<file path="src/verilog/bk_mem_pkg.sv">
// BK0011M memory mapper package with the memory map, bus types and page register layout
`default_nettype none

package bk_mem_pkg;

	typedef logic [19:0] phys_addr_t;	// Physical byte address into 1 MB
	typedef logic [15:0] cpu_addr_t;
	typedef logic [15:0] word_t;
	typedef logic [3:0]  rom_avail_t;	// Presence of P10, P11, P12, P13

	// RAM pages, 16 KB each
	localparam phys_addr_t ram_p00 = 20'h00000;
	localparam phys_addr_t ram_p01 = 20'h04000;
	localparam phys_addr_t ram_p02 = 20'h08000;
	localparam phys_addr_t ram_p03 = 20'h0C000;
	localparam phys_addr_t ram_p04 = 20'h10000;
	localparam phys_addr_t ram_p05 = 20'h14000;
	localparam phys_addr_t ram_p06 = 20'h18000;
	localparam phys_addr_t ram_p07 = 20'h1C000;

	// Everything from here up is read only for the CPU
	localparam phys_addr_t rom_start = 20'hE0000;
	localparam phys_addr_t rom_p10   = 20'hE0000;	// BASIC11
	localparam phys_addr_t rom_p11   = 20'hE4000;	// BASIC11 and BIOS extension
	localparam phys_addr_t rom_p12   = 20'hE8000;
	localparam phys_addr_t rom_p13   = 20'hEC000;	// Debugger
	localparam phys_addr_t bios11    = 20'hF0000;
	localparam phys_addr_t mstd_rom  = 20'hFE000;	// Monitor ROM

	localparam logic [20:0] mem_end   = 21'h100000;	// One past the last byte
	localparam cpu_addr_t   io_base   = 16'o177000;
	localparam int unsigned mem_words = 524288;

	// Page register fields as the CPU writes them
	typedef struct packed {
		logic       rsvd15;
		logic [2:0] win1;	// Page code for 040000
		logic       strobe;	// Write only takes effect with this set
		logic [2:0] win2;	// Page code for 100000
		logic [2:0] rsvd7_5;
		logic       rom13;
		logic       rom12;
		logic       rsvd2;
		logic       rom11;
		logic       rom10;
	} page_fields_t;

	typedef union packed {
		word_t        raw;
		page_fields_t f;
	} page_reg_u;

	typedef struct packed {
		cpu_addr_t  addr;
		word_t      wdata;
		logic       we;
		logic [1:0] be;
		logic       sys;	// Access to the system register
	} cpu_req_t;

	typedef struct packed {
		word_t rdata;
		logic  err;
	} cpu_rsp_t;

	typedef struct packed {
		phys_addr_t addr;
		word_t      data;
	} ldr_req_t;

endpackage

`default_nettype wire

</file>
<file path="src/verilog/bk_bus_ctrl.sv">
// Valid/ready control of the BK0011M CPU and loader ports with the response register
`timescale 1ns/1ps
`default_nettype none

module bk_bus_ctrl
	import bk_mem_pkg::*;
(
	input  logic        clk_sys,
	input  logic        reset,
	input  cpu_req_t    cpu_req,
	input  logic        cpu_valid,
	output logic        cpu_ready,
	output cpu_rsp_t    cpu_rsp,
	output logic        rsp_valid,
	input  logic        rsp_ready,
	input  ldr_req_t    ldr_req,
	input  logic        ldr_valid,
	output logic        ldr_ready,
	input  phys_addr_t  phys,
	input  logic        refuse,
	output logic        sys_we,
	output logic        ldr_we,
	output logic        mem_we,
	output logic [1:0]  mem_be,
	output logic [18:0] mem_addr,
	output word_t       mem_wdata,
	output logic        mem_rd,
	input  word_t       mem_rdata
);

	logic cpu_acc;
	logic cpu_mem;		// Accepted CPU request touches the array
	logic s1_valid;		// Request waiting on the array read
	logic s1_err;
	logic s1_mem;		// Response takes its data from the array
	logic s1_adv;

	assign ldr_ready = 1'b1;	// Loader is never stalled
	assign ldr_we    = ldr_valid;

	// Response slot frees when empty or being taken this cycle
	assign s1_adv    = !rsp_valid || rsp_ready;
	assign cpu_ready = !reset && !ldr_valid && !(s1_valid && !s1_adv);
	assign cpu_acc   = cpu_valid && cpu_ready;
	assign cpu_mem   = cpu_acc && !cpu_req.sys && !refuse;

	assign sys_we = cpu_acc && cpu_req.sys && cpu_req.we;
	assign mem_rd = cpu_mem && !cpu_req.we;

	// Loader and CPU never share a cycle, so the mux follows ldr_valid
	assign mem_we    = ldr_valid || (cpu_mem && cpu_req.we);
	assign mem_be    = ldr_valid ? 2'b11 : cpu_req.be;
	assign mem_addr  = ldr_valid ? ldr_req.addr[19:1] : phys[19:1];
	assign mem_wdata = ldr_valid ? ldr_req.data : cpu_req.wdata;

	always_ff @(posedge clk_sys) begin
		if (reset) begin
			s1_valid  <= 1'b0;
			rsp_valid <= 1'b0;
		end else begin
			if (s1_adv) rsp_valid <= s1_valid;
			if (s1_adv || !s1_valid) s1_valid <= cpu_acc;
		end
	end

	// Array stage tag and held response
	always_ff @(posedge clk_sys) begin
		if (cpu_acc) begin
			s1_err <= refuse;
			s1_mem <= mem_rd;
		end
		if (s1_adv && s1_valid) begin
			cpu_rsp.rdata <= s1_mem ? mem_rdata : '0;	// Writes and refusals read zero
			cpu_rsp.err   <= s1_err;
		end
	end

	assert property (@(posedge clk_sys) disable iff (reset)
		(rsp_valid && !rsp_ready) |=> (rsp_valid && $stable(cpu_rsp)))
		else $error("bus_ctrl: held response changed before it was taken");

endmodule

`default_nettype wire

</file>
<file path="config.mk">
export PLATFORM = sky130hd
export DESIGN_NAME = bk_bus_ctrl
export DESIGN_NICKNAME = d
export VERILOG_FILES = /design/src/verilog/bk_mem_pkg.sv /design/src/verilog/bk_bus_ctrl.sv
export SDC_FILE = /design/constraint.sdc
export NUM_CORES = 1
export LEC_CHECK = 0
export BUFFER_PORTS_ARGS = -buffer_cell sky130_fd_sc_hd__buf_2
export CORE_AREA = 2 2 71 73
export CTS_CLUSTER_SIZE = 8
export DETAILED_ROUTE_END_ITERATION = 16
export DIE_AREA = 0 0 73 75
export PLACE_DENSITY = 0.76
export SYNTH_ARGS = -nofsm -noshare
export SYNTH_HDL_FRONTEND = slang
export SYNTH_SLANG_ARGS = --single-unit
</file>
<file path="constraint.sdc">
create_clock -name clk_sys -period 1.19 [get_ports clk_sys]
set_input_delay 0.1785 -clock clk_sys [delete_from_list [all_inputs] [get_ports clk_sys]]
set_output_delay 0.1785 -clock clk_sys [all_outputs]
set_load 0.005 [all_outputs]
</file>
# Word level (Yosys, flattened, before mapping)
# Index checks and enable logic that the tools add are counted.
[op_classes] n_mux=3 n_reduce_logical=23
[op_table] op="19-bit 2-to-1 mux" count=1
[op_table] op="16-bit 2-to-1 mux" count=1
[op_table] op="1-bit logical AND" count=11
[op_table] op="1-bit zero test" count=9
[op_table] op="1-bit logical OR" count=3
[op_table] op="2-bit 2-to-1 mux" count=1
[word_totals] reg_bits=21 input_bits=114 out_inout_bits=61

# Depth between registers and ports, before layout
# Gate-level depths: netlist (run 1).
[depth] depth_word=11 mapped_depth=4

# Least setup slack after synthesis (run 1)
# No wires, ideal clock.
[synth_path] path_kind="register to register" startpoint="reg rsp_valid" endpoint="reg cpu_rsp[0] (netlist bit), enable pin" setup_time_ns=0.375 t_arrival_ns=0.872 t_required_ns=0.815 slack_ns=-0.057 stages_incl_launch_ff=3 cell_sequence="dfxtp_1 nand2b_1 and2_1"
[synth_via] elab_chain_len=3
[synth_rtl] element="from (decl)" line_no="bk_bus_ctrl.sv:14" source="output logic rsp_valid,"
[synth_rtl] element="from (signal assigned)" line_no="bk_bus_ctrl.sv:61" source="if (s1_adv) rsp_valid <= s1_valid;"
[synth_rtl] element="1-bit zero test" line_no="bk_bus_ctrl.sv:42" source="assign s1_adv = !rsp_valid || rsp_ready;"
[synth_rtl] element="1-bit logical OR" line_no="bk_bus_ctrl.sv:42"
[synth_rtl] element="1-bit logical AND" line_no="bk_bus_ctrl.sv:72" source="if (s1_adv && s1_valid) begin"
[synth_rtl] element="to (decl)" line_no="bk_bus_ctrl.sv:13" source="output cpu_rsp_t cpu_rsp,"
# Every way passes these cells.
# A chain may end at the register's enable or synchronous reset.

# Worst setup path after layout (run 1)
[layout_path] startpoint="in ldr_valid" endpoint="out mem_we"
[layout_via] elab_chain_len=8
[layout_rtl] element="from (decl)" line_no="bk_bus_ctrl.sv:17" source="input logic ldr_valid,"
[layout_rtl] element="1-bit zero test" line_no="bk_bus_ctrl.sv:43" source="assign cpu_ready = !reset && !ldr_valid && !(s1_valid && !s1_adv);"
[layout_rtl] element="1-bit logical AND (2 in series)" line_no="bk_bus_ctrl.sv:43"
[layout_rtl] element="1-bit logical AND" line_no="bk_bus_ctrl.sv:44" source="assign cpu_acc = cpu_valid && cpu_ready;"
[layout_rtl] element="1-bit logical AND (2 in series)" line_no="bk_bus_ctrl.sv:45" source="assign cpu_mem = cpu_acc && !cpu_req.sys && !refuse;"
[layout_rtl] element="1-bit logical AND" line_no="bk_bus_ctrl.sv:51" source="assign mem_we = ldr_valid || (cpu_mem && cpu_req.we);"
[layout_rtl] element="1-bit logical OR *" line_no="bk_bus_ctrl.sv:51"
[layout_rtl] element="to (decl)" line_no="bk_bus_ctrl.sv:23" source="output logic mem_we,"
# Mark *: on every way between the ends. The rest lies on a longest branch, timed or not.

==> impl_metrics.env, run 1 <==
export IMPL_hold_violations=0
export IMPL_post_synth_most_frequent_cells="mux2_2, edfxtp_1, and2_1"
export IMPL_area_delta_synth_final_pct=76.6
export IMPL_synth_edff_count=19
export IMPL_clock_path_buffers=2
export IMPL_cp_end_kind="output pin"
export IMPL_final_util_pct=48.2
export IMPL_initial_core_util_pct=27.3
export IMPL_nets=374
export IMPL_antenna_found_initial=4
export IMPL_max_cap_viol_count=0
export IMPL_clkPwrFrac_pct=26.6
export IMPL_drive_gt1_share_pct=81.9
export IMPL_core_sq_um=4660
export IMPL_violations="setup timing"
export IMPL_cp_arrival_ns=1.20
export IMPL_vias=1363
export IMPL_p_int_w=0.00137
export IMPL_dieArea_sq_um=5480
export IMPL_grt_max_degree=22
export IMPL_synth_area_sq_um=1270
export IMPL_cts_root_buffer="clkbuf_8"
export IMPL_synth_area_top_cells="edfxtp_1, mux2_2, and2_1"
export IMPL_grt_pass1_vias=1263
export IMPL_io_buffers=155
export IMPL_path_clk_slew_ns=0.08
export IMPL_cts_tree="done"
export IMPL_syn_nets=213
export IMPL_rsz0062_at_grt="yes"
export IMPL_outcome="complete, but fails checks"
export IMPL_grt_use_total_pct=15.1
export IMPL_fin_crit_sh_pct=116
export IMPL_fin_ws_ns=-0.193
export IMPL_yosysWarnings=0
export IMPL_setup_viol=4
export IMPL_max_freq_ghz=0.723
export IMPL_place_ws_ns=-0.153
export IMPL_dieWidth_um=73
export IMPL_netlist_area_leader_share_pct=44.9
export IMPL_total_power_w=0.00180
export IMPL_p_sw_w=0.000431
export IMPL_routed_wl_um=4440
export IMPL_fin_setup_tns_ns=-0.553
export IMPL_ys_flop_type="edfxtp_1"
export IMPL_finalCriticalPeriod_ns=1.38
export IMPL_cp_start_kind="input pin"
export IMPL_synthArstFlopShare_pct=0
export IMPL_synth_seq_cells=21
export IMPL_p_seq_share_pct=45.9
export IMPL_worstSetupPathType="input pin to output pin"
export IMPL_finalClockSkew_ns=0.00554
export IMPL_cts_max_level=1
export IMPL_slew_viol_final=0
export IMPL_cts_sinks=21
export IMPL_die_h_um=75
export IMPL_overflow=0
export IMPL_antenna_left=0
export IMPL_first_pass_iters=4
export IMPL_hp_class="input pin to flop"
export IMPL_io_pins=175
export IMPL_post_synth_num_cell_types=20
export IMPL_cp_max_fo=5
export IMPL_syn_avg_cell_area_sq_um=12.8
export IMPL_num_rows=25
export IMPL_synth_most_common_cell="mux2_2"
export IMPL_grt_first_pass_wirelength_um=6020
export IMPL_cts_buffers=3
export IMPL_via_per_inst=4.34
export IMPL_powerDensity_nw_per_um2=803
export IMPL_netlist_top_cell_by_area="edfxtp_1"
export IMPL_swShare_pct=23.9
export IMPL_place_congestion=0.764
export IMPL_ys_seq_area_share_pct=48.0
export IMPL_comb_power_share_pct=27.5
export IMPL_syn_inst=99
export IMPL_wl_per_cell_um=14.1
export IMPL_first_iter_violations=56
export IMPL_clk_latency_ns=0.26
export IMPL_drc=0
export IMPL_p_leak_nw=1.11
export IMPL_peakVddDrop_mv=0.378
export IMPL_critPathRequiredTime_ns=1.01
export IMPL_place_detailed_hpwl_um=3920
through the flow:
stage	instance area (sq um)	hold WS, ns	std cells
4_1_cts	2200	0.111	312
5_1_grt	2240	0.103	313
3_3_place_gp	2140	0.382	308
2_1_floorplan	1270	0.248	99
6_report	2240	0.114	314
3_5_place_dp	2140	0.388	308
critical path, stage by stage:
cell and delay (ns):
clkbuf_4 0.15, or3b_4 0.44, o41ai_2 0.28, buf_2 0.16
final timing paths:
path / start / endpoint / slack (ns) / depth (start not counted)
worst max-delay path: ldr_valid / mem_we / -0.19 / 4
worst min-delay path: refuse / s1_err / 0.11 / 1
worst max register to register: rsp_valid / cpu_rsp[5] / 0.07 / 4
worst min register to register: s1_err / cpu_rsp[0] / 0.43 / 0
layer usage:
| metal | GRT usage, % | vias up | wire, um |
|---|---|---|---|
| li1 | - | 673 | - |
| met1 | 18.9 | 578 | 1830 |
| met2 | 23.8 | 98 | 1980 |
| met3 | 6.69 | 8 | 559 |
| met4 | 3.70 | 6 | 29 |
| met5 | 0 | - | 32 |
cells in the final DEF (no fill, tap or decap), types with 2 or more instances in the layout:
cell and count:
a21oi_1 2, and2_1 16, buf_12 3, buf_2 154
buf_4 5, clkbuf_8 3, edfxtp_1 19, inv_1 2
mux2_2 34, nand2b_1 2, nor3_2 2, or2_2 2
power by group through the flow:
stage / combinational [W] / sequential [W] / clock (W)
after floorplan: 0.000195 / 0.000844 / 0
after global placement: 0.000478 / 0.000844 / 0
after detailed placement: 0.000483 / 0.000844 / 0
after CTS: 0.000490 / 0.000827 / 0.000503
after global routing: 0.000544 / 0.000829 / 0.000543
final: 0.000496 / 0.000827 / 0.000480
what timing repair did:
| action | in CTS | in global routing |
|---|---|---|
| gates resized for setup | 5 | 8 |
| hold buffers | 0 | 0 |
| pin swaps | 3 | 2 |
| endpoints found under the setup margin | 39 | 30 |
| buffers inserted | 0 | 1 |
| endpoints found under the hold margin | 0 | 0 |
sequential cells by signal (all words and copies together), names as in the netlist:
register	count
s1_err	1
cpu_rsp	17
rsp_valid	1
s1_mem	1
s1_valid	1
final cells by class:
class | instances | area [sq um]
multi-input combinational | 69 | 631
clock inverter | 1 | 7.51
tap | 54 | 67.6
sequential | 21 | 612
antenna | 1 | 2.50
inverter | 2 | 7.51
clock buffer | 3 | 41.3
timing repair buffer | 163 | 876
fill | 456 | 2420
cells by family (layout without fill, tap and decap cells):
logic type,after synthesis,count (layout),share of synthesized area (%)
mux,35,35,31.0
simple gates,30,30,14.8
flops,21,21,48.0
buf+inv,9,169,3.84
compound gates,3,3,2.07
other cells,1,2,0.295
(Power assumes the default switching activity.)
==> run 2, diff against run 1 <==
--- a/config.mk
+++ b/config.mk
@@ -10,7 +10,8 @@
 export CTS_CLUSTER_SIZE = 8
 export DETAILED_ROUTE_END_ITERATION = 16
 export DIE_AREA = 0 0 73 75
-export PLACE_DENSITY = 0.76
+export PLACE_DENSITY = 0.72
+export REMOVE_ABC_BUFFERS = 1
 export SYNTH_ARGS = -nofsm -noshare
 export SYNTH_HDL_FRONTEND = slang
 export SYNTH_SLANG_ARGS = --single-unit
==> run 2 against run 1 <==
  * The flow still finishes with violations (setup timing)
  * Combinational power shrank 3%
  * Sequential power is essentially flat
  * Final area decreased by 0.67%
  * Clock power down 9.6%
  * Final cell count decreased by 0.32%
  * Worst setup slack improved by 0.045 ns
  * First-iteration DRC count is 25% lower
  * Via count down 2.2%
  * Sequential share of layout area rose by 0.18 points
  * Global-route usage shrank 2.5 points
  * Register-to-register slack lost 0.06 ns
  * Die area is the same
==> impl_metrics.env, run 2 (same netlist as run 1, synthesis figures left out) <==
export IMPL_rsz0062_at_grt="yes"
export IMPL_hold_end="s1_err"
export IMPL_placed_cells=308
export IMPL_grt_max_degree=26
export IMPL_regMostFlops="cpu_rsp"
export IMPL_layout_common_cells="buf_2, mux2_2, edfxtp_1, and2_1, buf_4"
export IMPL_violations="setup timing"
export IMPL_slew_viol_final=0
export IMPL_io_buffers=155
export IMPL_cts_sinks=21
export IMPL_fin_ws_ns=-0.148
export IMPL_total_power_w=0.00174
export IMPL_core_sq_um=4660
export IMPL_cts_tree="done"
export IMPL_place_detailed_hpwl_um=3360
export IMPL_cts_hold_buf=0
export IMPL_area_delta_synth_final_pct=75.4
export IMPL_rr_endpoint="s1_mem"
export IMPL_io_pins=175
export IMPL_powerDensity_nw_per_um2=781
export IMPL_max_cap_viol_count=0
export IMPL_cts_buffers=3
export IMPL_outcome="complete, but fails checks"
export IMPL_nets=374
export IMPL_rrSetupSlack_ns=0.01
export IMPL_cts_max_level=1
export IMPL_dieArea_sq_um=5480
export IMPL_dieWidth_um=73
export IMPL_cp_max_fo=4
export IMPL_first_pass_iters=4
export IMPL_cts_root_buffer="clkbuf_8"
export IMPL_largest_reg_flops=17
export IMPL_finalCriticalPeriod_ns=1.34
export IMPL_cp_end_kind="output pin"
export IMPL_drc=0
export IMPL_fin_cells=313
export IMPL_vias=1333
export IMPL_overflow=0
export IMPL_wl_per_cell_um=12.2
export IMPL_p_leak_nw=1.11
export IMPL_routed_wl_um=3820
export IMPL_final_common_cell="buf_2"
export IMPL_grt_use_total_pct=12.5
export IMPL_min_from="refuse"
export IMPL_critPathRequiredTime_ns=1.01
export IMPL_first_iter_violations=42
export IMPL_hold_violations=0
export IMPL_cp_arrival_ns=1.16
export IMPL_finalClockSkew_ns=0.000672
export IMPL_worstSetupPathType="flop to output pin"
export IMPL_max_freq_ghz=0.747
export IMPL_grt_pass1_vias=1307
export IMPL_die_h_um=75
export IMPL_place_congestion=0.717
export IMPL_stdcell_area_sq_um=2230
export IMPL_initial_core_util_pct=27.3
export IMPL_dpl_cell_area_sq_um=2140
export IMPL_antenna_found_initial=0
export IMPL_via_per_inst=4.26
export IMPL_hold_path_depth=1
export IMPL_antenna_left=0
export IMPL_cp_start_kind="flop"
export IMPL_fin_crit_sh_pct=112
export IMPL_clock_path_buffers=2
export IMPL_path_clk_slew_ns=0.07
export IMPL_clk_latency_ns=0.25
export IMPL_setup_viol=17
export IMPL_drive_gt1_share_pct=80.7
export IMPL_hp_class="input pin to flop"
export IMPL_grt_first_pass_wirelength_um=5510
export IMPL_num_antenna_cells=0
export IMPL_reg2reg_from="s1_valid"
export IMPL_crit_start="s1_valid"
export IMPL_num_rows=25
export IMPL_peakVddDrop_mv=0.288
export IMPL_rr_worst_depth=3
## run 2: cell count changes in the layout (fill, tap and decap cells not counted)
cell	previous run	this run
and2_1	16	17
and2_2	1	0
buf_12	3	2
buf_2	154	155
buf_6	0	1
clkbuf_1	0	1
clkbuf_4	1	0
clkinvlp_4	1	0
diode_2	1	0
nor2_1	0	1
nor2_2	1	0
nor3_2	2	1
nor3_4	0	1
## run 2: repair_timing
action	in CTS	in global routing
endpoints found under the setup margin	26	41
setup buffers	1	0
cloned	0	0
pin swaps	2	2
gates resized for setup	7	3
## run 2: layer usage
metal | global-route usage [%] | wire length (um) | vias to the layer above
met2 | 24.7 | 2120 | 85
met5 | 0 | 0 | -
met3 | 4.55 | 464 | 0
met4 | 1.85 | 0 | 0
li1 | - | - | 674
met1 | 12.8 | 1230 | 574
## run 2: worst max path at each step
stage               cells past startpoint  slack (ns)          to
floorplan                               2       -0.06  cpu_rsp[0]
global placement                        4       -0.14      mem_we
detailed placement                      4       -0.14      mem_we
CTS                                     3       -0.17      mem_we
global route                            4       -0.21   cpu_ready
finish                                  3       -0.15      mem_we
## run 2: layout make-up
cell class / count / area, sq um
flip-flops and latches: 21 / 612
multi-input cells: 69 / 633
inverters: 2 / 7.51
clock buffers: 4 / 45.0
well taps: 54 / 67.6
repair buffers: 163 / 865
fillers: 448 / 2430
## run 2: report_power, final
| part | leakage, nW | switching, W | internal, W |
|---|---|---|---|
| registers | 0.190 | 0.00000645 | 0.000821 |
| logic | 0.897 | 0.000171 | 0.000309 |
| clock network | 0.0228 | 0.000197 | 0.000237 |
| total | 1.11 | 0.000374 | 0.00137 |
## run 2: stage by stage
| step | util (%) | TNS, ns | hold WS (ns) | worst slack [ns] |
|---|---|---|---|---|
| after floorplan | - | -0.963 | 0.248 | -0.0567 |
| after global placement | 45.9 | -1.86 | 0.388 | -0.142 |
| after detailed placement | 45.9 | -1.77 | 0.389 | -0.145 |
| after CTS | 47.5 | -0.742 | 0.123 | -0.166 |
| after global routing | 47.8 | -1.82 | 0.126 | -0.208 |
| final | 47.8 | -0.786 | 0.132 | -0.148 |
## run 2: critical path: stages, from the launching register on
cell and delay (ns):
dfxtp_1 0.31, and3b_2 0.25, o41ai_2 0.19, buf_2 0.16
==> run 3, diff against run 2 <==
--- a/config.mk
+++ b/config.mk
@@ -6,11 +6,11 @@
 export NUM_CORES = 1
 export LEC_CHECK = 0
 export BUFFER_PORTS_ARGS = -buffer_cell sky130_fd_sc_hd__buf_2
-export CORE_AREA = 2 2 71 73
+export CORE_AREA = 2 2 68 70
 export CTS_CLUSTER_SIZE = 8
 export DETAILED_ROUTE_END_ITERATION = 16
-export DIE_AREA = 0 0 73 75
-export PLACE_DENSITY = 0.72
+export DIE_AREA = 0 0 70 72
+export PLACE_DENSITY = 0.75
 export REMOVE_ABC_BUFFERS = 1
 export SYNTH_ARGS = -nofsm -noshare
 export SYNTH_HDL_FRONTEND = slang
==> constraint.sdc (replaced) <==
create_clock -name clk_sys -period 1.26 [get_ports clk_sys]
set_input_delay 0.189 -clock clk_sys [delete_from_list [all_inputs] [get_ports clk_sys]]
set_output_delay 0.189 -clock clk_sys [all_outputs]
set_load 0.005 [all_outputs]
==> run 3 against run 2 <==
  * The flow still finishes with violations (setup timing)
  * Worst hold slack about the same
  * Die area fell by 7.9%
  * Clock power decreased by 4%
  * First-iteration DRC count rose by 86%
  * Global-route usage rose by 3.2 points
  * Non-clock buffer count grew 7
  * Count of clock-buffer cells in the layout is the same
  * Worst setup slack better by 0.028 ns
==> impl_metrics.env, run 3 (same netlist as run 1, synthesis figures left out) <==
export IMPL_cts_root_buffer="clkbuf_8"
export IMPL_dieWidth_um=70
export IMPL_p_leak_nw=1.16
export IMPL_hp_class="input pin to flop"
export IMPL_outcome="complete, but fails checks"
export IMPL_num_rows=24
export IMPL_powerDensity_nw_per_um2=726
export IMPL_cp_start_kind="flop"
export IMPL_hold_violations=0
export IMPL_violations="setup timing"
export IMPL_setup_viol=4
export IMPL_first_pass_iters=4
export IMPL_antenna_left=0
export IMPL_regMostFlops="cpu_rsp"
export IMPL_cts_max_level=1
export IMPL_wl_per_cell_um=12.8
export IMPL_p_sw_w=0.000372
export IMPL_clk_latency_ns=0.25
export IMPL_grt_max_degree=18
export IMPL_layout_common_cells="buf_2, mux2_2, edfxtp_1, and2_1, buf_4"
export IMPL_min_from="refuse"
export IMPL_area_delta_synth_final_pct=83.9
export IMPL_final_common_cell="buf_2"
export IMPL_first_iter_violations=78
export IMPL_cts_hold_buf=0
export IMPL_crit_start="rsp_valid"
export IMPL_antenna_found_initial=0
export IMPL_rrSetupSlack_ns=0.12
export IMPL_endpoint="mem_we"
export IMPL_p_seq_share_pct=46.1
export IMPL_num_antenna_cells=0
export IMPL_slew_viol_final=0
export IMPL_peakVddDrop_mv=0.297
export IMPL_max_freq_ghz=0.724
export IMPL_drive_gt1_share_pct=81.6
export IMPL_place_detailed_hpwl_um=3490
export IMPL_nets=381
export IMPL_clkPwrFrac_pct=24.5
export IMPL_routed_wl_um=4080
export IMPL_clock_path_buffers=2
export IMPL_place_congestion=0.811
export IMPL_max_cap_viol_count=0
export IMPL_core_sq_um=4260
export IMPL_swShare_pct=21.9
export IMPL_dieArea_sq_um=5040
export IMPL_grt_use_total_pct=15.8
export IMPL_io_buffers=155
export IMPL_cts_sinks=21
export IMPL_rr_worst_depth=4
export IMPL_stdcell_area_sq_um=2340
export IMPL_drc=0
export IMPL_finalClockSkew_ns=0.00413
export IMPL_cp_max_fo=5
export IMPL_cp_arrival_ns=1.19
export IMPL_total_power_w=0.00170
export IMPL_finalCriticalPeriod_ns=1.38
export IMPL_reg2reg_from="rsp_valid"
export IMPL_via_per_inst=4.25
export IMPL_fin_ws_ns=-0.120
export IMPL_cp_end_kind="output pin"
export IMPL_fin_crit_sh_pct=110
export IMPL_overflow=0
export IMPL_largest_reg_flops=17
export IMPL_cts_buffers=3
export IMPL_vias=1351
export IMPL_fin_setup_tns_ns=-0.321
export IMPL_dpl_cell_area_sq_um=2170
export IMPL_worstSetupPathType="flop to output pin"
export IMPL_p_int_w=0.00133
export IMPL_grt_first_pass_wirelength_um=6330
export IMPL_grt_pass1_vias=1379
export IMPL_cts_tree="done"
export IMPL_die_h_um=72
export IMPL_io_pins=175
export IMPL_critPathRequiredTime_ns=1.07
export IMPL_comb_power_share_pct=29.5
export IMPL_rsz0062_at_grt="yes"
export IMPL_rr_endpoint="cpu_rsp[11]"
export IMPL_path_clk_slew_ns=0.07
export IMPL_initial_core_util_pct=29.8
==> run 3: changes by cell type in the layout (fill, tap and decap cells not counted) <==
cell     before  now
buf_2       155  151
dfxtp_2       1    2
buf_4         5    9
buf_6         1    6
buf_8         0    1
buf_16        0    1
dfxtp_1       1    0
==> run 3: how the worst min path moves through the flow <==
stage	end	slack [ns]	cells past startpoint
after detailed placement	s1_err	0.39	1
final	s1_err	0.13	1
after CTS	s1_err	0.13	1
after global placement	s1_err	0.40	1
after global routing	s1_err	0.13	1
after floorplan	rsp_valid	0.26	1
==> run 3: final cells by class <==
cell class                 instances  area [sq um]
fill                             386          1930
multi-input combinational         69           633
sequential                        21           613
inverter                           2          7.51
timing repair buffer             170           973
tap                               52          65.1
clock buffer                       4          45.0
==> run 3: per-stage QoR <==
step                hold slack [ns]  cells  setup WS, ns  util [%]
global route                  0.134    318        -0.171      54.8
detailed placement            0.393    309       -0.0975      50.9
floorplan                     0.258     92        0.0133         -
finish                        0.132    318        -0.120      54.8
CTS                           0.129    318        -0.129      54.6
global placement              0.397    309       -0.0634      50.9
==> run 3: critical path, stage by stage (launching register included) <==
cell	delay, ns
dfxtp_2	0.32
and3b_2	0.25
o41ai_2	0.21
buf_2	0.16
==> run 3: layer usage <==
layer	GRT usage, %	wire length (um)
met3	4.86	462
met5	0	0
met2	30.5	2200
met1	16.6	1400
met4	4.06	20
==> run 3: repair_timing <==
item,CTS,global route
resized for setup,15,2
pin swaps,3,0
gates cloned,1,0
endpoints found under the setup margin,30,9
setup buffers,4,1
==> run 3: power groups by stage <==
stage | Clock (W) | Sequential, W | Combinational, W
floorplan | 0 | 0.000798 | 0.000157
global placement | 0 | 0.000798 | 0.000460
detailed placement | 0 | 0.000798 | 0.000468
CTS | 0.000428 | 0.000782 | 0.000508
global route | 0.000463 | 0.000783 | 0.000548
finish | 0.000415 | 0.000782 | 0.000501
